**src/rt_pkg.sv**
```systemverilog
package rt_pkg;

    // signed fixed point, 8 integer bits and 24 fraction bits
    typedef logic signed [31:0] fp;

    typedef struct packed {
        fp x;
        fp y;
        fp z;
    } vec3;

    // screen coordinate, enough for 0..639
    typedef logic [9:0] pixel_coord;

    localparam int FP_FRAC = 24;
    localparam fp FP_ONE = 32'h0100_0000;
    localparam fp FP_HALF = 32'h0080_0000;
    // saturation value for 1/sqrt(0) and overflow
    localparam fp FP_MAX = 32'h7fff_ffff;

    localparam int SCREEN_W = 640;
    localparam int SCREEN_H = 480;

    // 2/640, rounded up from 52428.8
    localparam fp SCALE_X = 32'h0000_cccd;
    // 2/480
    localparam fp SCALE_Y = 32'h0001_1111;
    // 4/3
    localparam fp ASPECT_RATIO = 32'h0155_5555;

    // normalize, seed, two newton iterations at two stages each, shift back
    localparam int INV_SQRT_ITERS = 2;
    localparam int INV_SQRT_LAT = 7;
    // ndc, ray, magnitude, then inv_sqrt
    localparam int RAYGEN_LAT = 10;
    // width of the frame_done timer in the scanner
    localparam int DONE_CNT_W = $clog2(RAYGEN_LAT + 1);

    // truncating fixed-point product
    function automatic fp fp_mul(fp a, fp b);
        logic signed [63:0] prod;
        prod = a * b;
        return fp'(prod >>> FP_FRAC);
    endfunction

    function automatic fp vec3_dot(vec3 a, vec3 b);
        return fp_mul(a.x, b.x) + fp_mul(a.y, b.y) + fp_mul(a.z, b.z);
    endfunction

    function automatic vec3 make_vec3(fp x, fp y, fp z);
        vec3 v;
        v.x = x;
        v.y = y;
        v.z = z;
        return v;
    endfunction

    // camera looks down z, axes fixed
    localparam vec3 CAMERA_RIGHT = make_vec3(FP_ONE, 32'sd0, 32'sd0);
    localparam vec3 CAMERA_UP = make_vec3(32'sd0, FP_ONE, 32'sd0);

    // 1/sqrt seeds at bucket midpoints, 16 fraction bits
    // entries 0..31 cover [1,2) in steps of 1/32, entries 32..63 cover [2,4) in 1/16
    function automatic logic [63:0][15:0] make_seed_table();
        logic [63:0][15:0] seeds;
        longint m_q16;
        longint y_q16;
        longint trial;
        for (int i = 0; i < 64; i++) begin
            if (i < 32) begin
                m_q16 = 65536 + i * 2048 + 1024;
            end else begin
                m_q16 = 131072 + (i - 32) * 4096 + 2048;
            end
            // bisection on y with y*y*m <= 1
            y_q16 = 0;
            for (int b = 15; b >= 0; b--) begin
                trial = y_q16 | (longint'(1) << b);
                if (trial * trial * m_q16 <= (longint'(1) << 48)) begin
                    y_q16 = trial;
                end
            end
            seeds[i] = y_q16[15:0];
        end
        return seeds;
    endfunction

    localparam logic [63:0][15:0] INV_SQRT_SEEDS = make_seed_table();

endpackage

```
**src/pixel_scanner.sv**
```systemverilog
module pixel_scanner (
    input  logic               clk,
    input  logic               rst,
    input  logic               start,
    output rt_pkg::pixel_coord pixel_x,
    output rt_pkg::pixel_coord pixel_y,
    output logic               pixel_valid,
    output logic               busy,
    output logic               frame_done
);
    import rt_pkg::*;

    logic                  last_col;
    logic                  last_row;
    logic                  last_pixel;
    // counts down to the cycle of the last ray
    logic [DONE_CNT_W-1:0] done_cnt;

    assign last_col = (pixel_x == pixel_coord'(SCREEN_W - 1));
    assign last_row = (pixel_y == pixel_coord'(SCREEN_H - 1));
    assign last_pixel = busy && last_col && last_row;

    always_ff @(posedge clk) begin
        if (!rst) begin
            busy <= 1'b0;
            pixel_x <= '0;
            pixel_y <= '0;
            done_cnt <= '0;
        end else begin
            if (!busy) begin
                // start is only taken between frames
                if (start) begin
                    busy <= 1'b1;
                    pixel_x <= '0;
                    pixel_y <= '0;
                end
            end else if (last_col) begin
                pixel_x <= '0;
                if (last_row) begin
                    pixel_y <= '0;
                    busy <= 1'b0;
                end else begin
                    pixel_y <= pixel_y + 1'b1;
                end
            end else begin
                pixel_x <= pixel_x + 1'b1;
            end
            if (last_pixel) begin
                done_cnt <= DONE_CNT_W'(RAYGEN_LAT);
            end else if (done_cnt != '0) begin
                done_cnt <= done_cnt - 1'b1;
            end
        end
    end

    // every busy cycle carries a pixel
    assign pixel_valid = busy;
    // reaches 1 exactly RAYGEN_LAT cycles after the last strobe
    assign frame_done = (done_cnt == DONE_CNT_W'(1));

endmodule

```
**config.mk**
```make
export PLATFORM = sky130hd
export DESIGN_NAME = pixel_scanner
export DESIGN_NICKNAME = d
export VERILOG_FILES = /design/src/rt_pkg.sv /design/src/pixel_scanner.sv
export SDC_FILE = /design/constraint.sdc
export NUM_CORES = 1
export LEC_CHECK = 0
export BUFFER_PORTS_ARGS = -buffer_cell sky130_fd_sc_hd__buf_2
export CAP_MARGIN = 20
export CORE_ASPECT_RATIO = 1.1
export CORE_MARGIN = 4
export CORE_UTILIZATION = 40
export CTS_BUF_LIST = sky130_fd_sc_hd__clkbuf_4 sky130_fd_sc_hd__clkbuf_8
export DETAILED_ROUTE_END_ITERATION = 8
export PLACE_DENSITY = 0.69
export SLEW_MARGIN = 0
export SYNTH_ARGS = -nofsm -noshare
export SYNTH_HDL_FRONTEND = slang
export SYNTH_SLANG_ARGS = --single-unit
```
**constraint.sdc**
```tcl
create_clock -name clk -period 2.2 [get_ports clk]
set_input_delay 0.44 -clock clk [delete_from_list [all_inputs] [get_ports clk]]
set_output_delay 0.44 -clock clk [all_outputs]
set_load 0.02 [all_outputs]
```
== After elaboration in Yosys (flattened, before gate mapping) ==
Cells that the tools add are included.
Word-level totals
  flip-flop bits (word level): 25
  bits of input ports: 3
  output and inout port bits: 23
  word-level logic and storage cells: 32
Operators by class
  muxes and demuxes: 12
  eq/ne operators: 4
  bitwise logic cells: 1
  reductions and logical operators: 7
  add/subtract/negate cells: 3
Operators by type and width (count)
  $mux 10: 6
  $add 10x1->10 const B: 2
  $eq 10x10->1 const B: 1
  $eq 10x9->1 const B: 1
  $mux 4: 2
  $eq 4x1->1 const B: 1
  $mux 1: 4
  $reduce_bool 2->1: 2
  $reduce_bool 4->1: 1
  $sub 4x1->4 const B: 1
  $logic_and 1x1->1: 2
  $ne 2x1->1 const B: 1
  $reduce_and 2->1: 1
  $reduce_or 2->1: 1
  $not 1->1: 1

== Depth between registers and ports, before layout ==
  depth in word-level cells: 4
  depth in mapped cells: 5
  mapped depth without buffers: 5

== Worst setup path before layout ==
OpenSTA, ideal clock, no wires.
  path kind: register to register
  start: register pixel_x[0]
  end: register pixel_y[0]
  data required time: 2130 ps
  stages on the path, launching flop included: 6
  setup slack: 424 ps
  buffers on the path: 0
  period minus slack after synthesis: 1776 ps
  setup time: 70 ps
  data arrival time: 1706 ps
  cell sequence: dfxtp_1 > ha_1 > and4b_4 > nand3_2 > or4_1 > a21oi_1
Between the ends
  cells in the longest elaborated chain, start to end: 3
RTL lines
  from (decl): RTL line pixel_scanner.sv:5  | output rt_pkg::pixel_coord pixel_x,
  from (signal assigned): RTL line pixel_scanner.sv:46  | pixel_x <= pixel_x + 1'b1;
  $eq 10x10->1: RTL line pixel_scanner.sv:19  | assign last_col = (pixel_x == pixel_coord'(SCREEN_W - 1));
  $ne 2x1->1 (no source line)
  $reduce_and 2->1 (no source line)
  to (signal assigned): RTL line pixel_scanner.sv:43  | pixel_y <= pixel_y + 1'b1;
  to (decl): RTL line pixel_scanner.sv:6  | output rt_pkg::pixel_coord pixel_y,
No other way between the ends.
A chain may end at the register's enable or synchronous reset.

== Final worst setup path ==
Same ends and word-level chain as after synthesis.

==> impl_metrics.yaml <==
power:
  finalPower_uw: 729
  peakVddDrop_mv: 0.269
  p_per_area_nw_per_um2: 475
  p_leak_nw: 0.565
detailed_routing:
  first_iter_violations: 105
  drtAntennaViolNets: 0
  wl_per_cell_microns: 15.4
  drc_errors: 0
  viasPerCell: 6.15
  wirelength_microns: 3380
  vias: 1354
  drt_first_pass_iters: 4
final_layout:
  fin_area_sq_um: 1530
  most-common-layout-cells: "dfxtp_1, buf_2, o21ai_0, a21oi_1, nand2_1"
  fin_util_pct: 49.0
  num-nets-final: 192
  drive_above_1_share_pct: 22.0
  diodes: 0
  fill_cells: 303
  syn_to_final_growth_pct: 14.5
  final_cells: 220
placement:
  dp_cells: 216
  dp_hpwl_microns: 2520
  globalplace.congestion: 0.910
  place_area_sq_um: 1500
  io_buffers: 25
  place_ws_ns: 0.390
yosys:
  synth_mux_area_share_pct: 1.50
  async_flop_share_pct: 0
  netlist_area_sq_um: 1340
  yosysWarnings: 0
  synth_ff_type: "dfxtp_1"
  synth_top_family_by_area: "simple AND/OR/NAND/NOR gates"
  synthAdderAreaFrac_pct: 1.87
  synth_edf_count: 0
  synth_simple_gate_area_share_pct: 28.4
  synth_nets: 164
  netlist_instances: 159
  ys_seq_area_share_pct: 37.4
  synthXorXnorAreaFrac_pct: 1.31
  ys_seq_elements: 25
  ys_types: 46
  avgSynthCellArea_sq_um: 8.42
  synth_compound_area_share_pct: 25.3
outcome:
  status: "finished, final reports clean"
timing:
  rsz0062_at_grt: "no"
  finalSetupViolations: 0
  fmax_mhz: 541
  worstMarginPinSlew_ns: 0.536
  finalWorstSetupSlack_ns: 0.352
  fin_worst_skew_ns: 0.00173
  fin_setup_tns_ns: 0
  slew_violations: 0
  max-slew-margin-rel_pct: 64.1
  hold_ws_ns: 0.435
  finalHoldViolCount: 0
  final_period_minus_worst_setup_slack_ns: 1.85
  fin_crit_sh_pct: 84.0
clock_network:
  clock_latency_ns: 0.31
  root_buffer: "clkbuf_4"
  cts.sinks: 25
  numCtsBuffers: 3
  post-cts-setup-buffers: 0
  cts_tree: "built"
  cts_buffer_depth: 2
  clkTransAtPathRegs_ns: 0.14
  ctsResizeCount: 0
  cts_hold_buf: 0
  h-tree-depth: 1
grt:
  grt_max_degree: 16
  grt_pass1_wl_microns: 5570
  grt_overflow: 0
  grt_pass1_vias: 1234
  grt_usage_pct: 15.8
  antenna_found_initial: 0
worst_setup_path:
  cp-end-kind: "flop"
  cp_max_fo: 6
  path_class: "flop to flop"
  required_ns: 2.45
  critical_path_arrival_ns: 2.10
  r2r_slack_ns: 0.35
  cp-start-kind: "flop"
flow_run:
  maxCapViolCount: 0
die:
  rows: 21
  coreArea_sq_um: 3130
  die_h_microns: 68.7
  io_pins: 26
  fp.dieW_microns: 63.2
  initial_core_util_pct: 42.8
  fp.dieArea_sq_um: 4340
min_path:
  hold_path.class: "input pin to flop"
[kinds of logic (layout without fill, tap and decap cells)]
kind of cell,after synthesis,after routing
adders and majority gates,2,2
buffers and inverters,12,39
muxes,2,2
AOI/OAI and AO/OA,53,53
DFF,25,25
and+or+nand+nor,63,63
xor gates and xnor gates,2,2
[sequential cells by signal, indices dropped and copies added, names as in the netlist]
register	count
pixel_y	10
busy	1
pixel_x	10
done_cnt	4
[critical path: stages (launching register included)]
cell and delay (ns):
dfxtp_1 0.43, ha_1 0.29, and4b_4 0.31, nand3_2 0.11, or4_1 0.49, a21oi_1 0.16
[path summary, 6_finish.rpt]
kind,startpoint,to,cells after the start
max,pixel_x[0]$_SDFFE_PN0P_,pixel_y[0]$_SDFFE_PN0P_,5
min,rst,pixel_x[3]$_SDFFE_PN0P_,3
max reg2reg,pixel_x[0]$_SDFFE_PN0P_,pixel_y[0]$_SDFFE_PN0P_,5
min reg2reg,done_cnt[3]$_SDFFE_PN0P_,done_cnt[3]$_SDFFE_PN0P_,2
[cell type report]
type                    instances  area, sq um  area share, %
inverters                       6         22.5           1.47
clock buffers                   3         22.5           1.47
well taps                      34         42.5           2.78
multi-input cells             122          782           51.0
repair buffers                 29          155           10.1
clock inverters                 1         7.51          0.490
flip-flops and latches         25          500           32.7
[cell usage after synthesis, types with 3 or more instances]
cell type | count | share of area [%]
o21ai_0 | 15 | 5.6
nand3_1 | 7 | 2.6
clkbuf_1 | 3 | 0.84
nand4b_1 | 4 | 2.6
nor2_1 | 9 | 2.5
nor4_1 | 5 | 2.3
dfxtp_1 | 25 | 37
nand4_1 | 4 | 1.9
a21oi_1 | 15 | 5.6
nor3_1 | 6 | 2.2
inv_1 | 6 | 1.7
nand2_1 | 10 | 2.8
o2111ai_1 | 4 | 2.6
[layer usage]
layer | track usage (%) | vias up | wire, microns
li1 | - | 671 | -
met1 | 19.0 | 633 | 1500
met2 | 28.7 | 46 | 1650
met3 | 2.92 | 4 | 197
met4 | 5.23 | 0 | 28
met5 | 0 | - | 0
[power by group]
part / switching (mW) / total, mW / internal, mW
combinational: 0.0423 / 0.0629 / 0.0206
sequential: 0.00481 / 0.461 / 0.456
clock: 0.136 / 0.205 / 0.0692
total: 0.183 / 0.729 / 0.546
No activity file was read; power rests on OpenSTA's default activity.
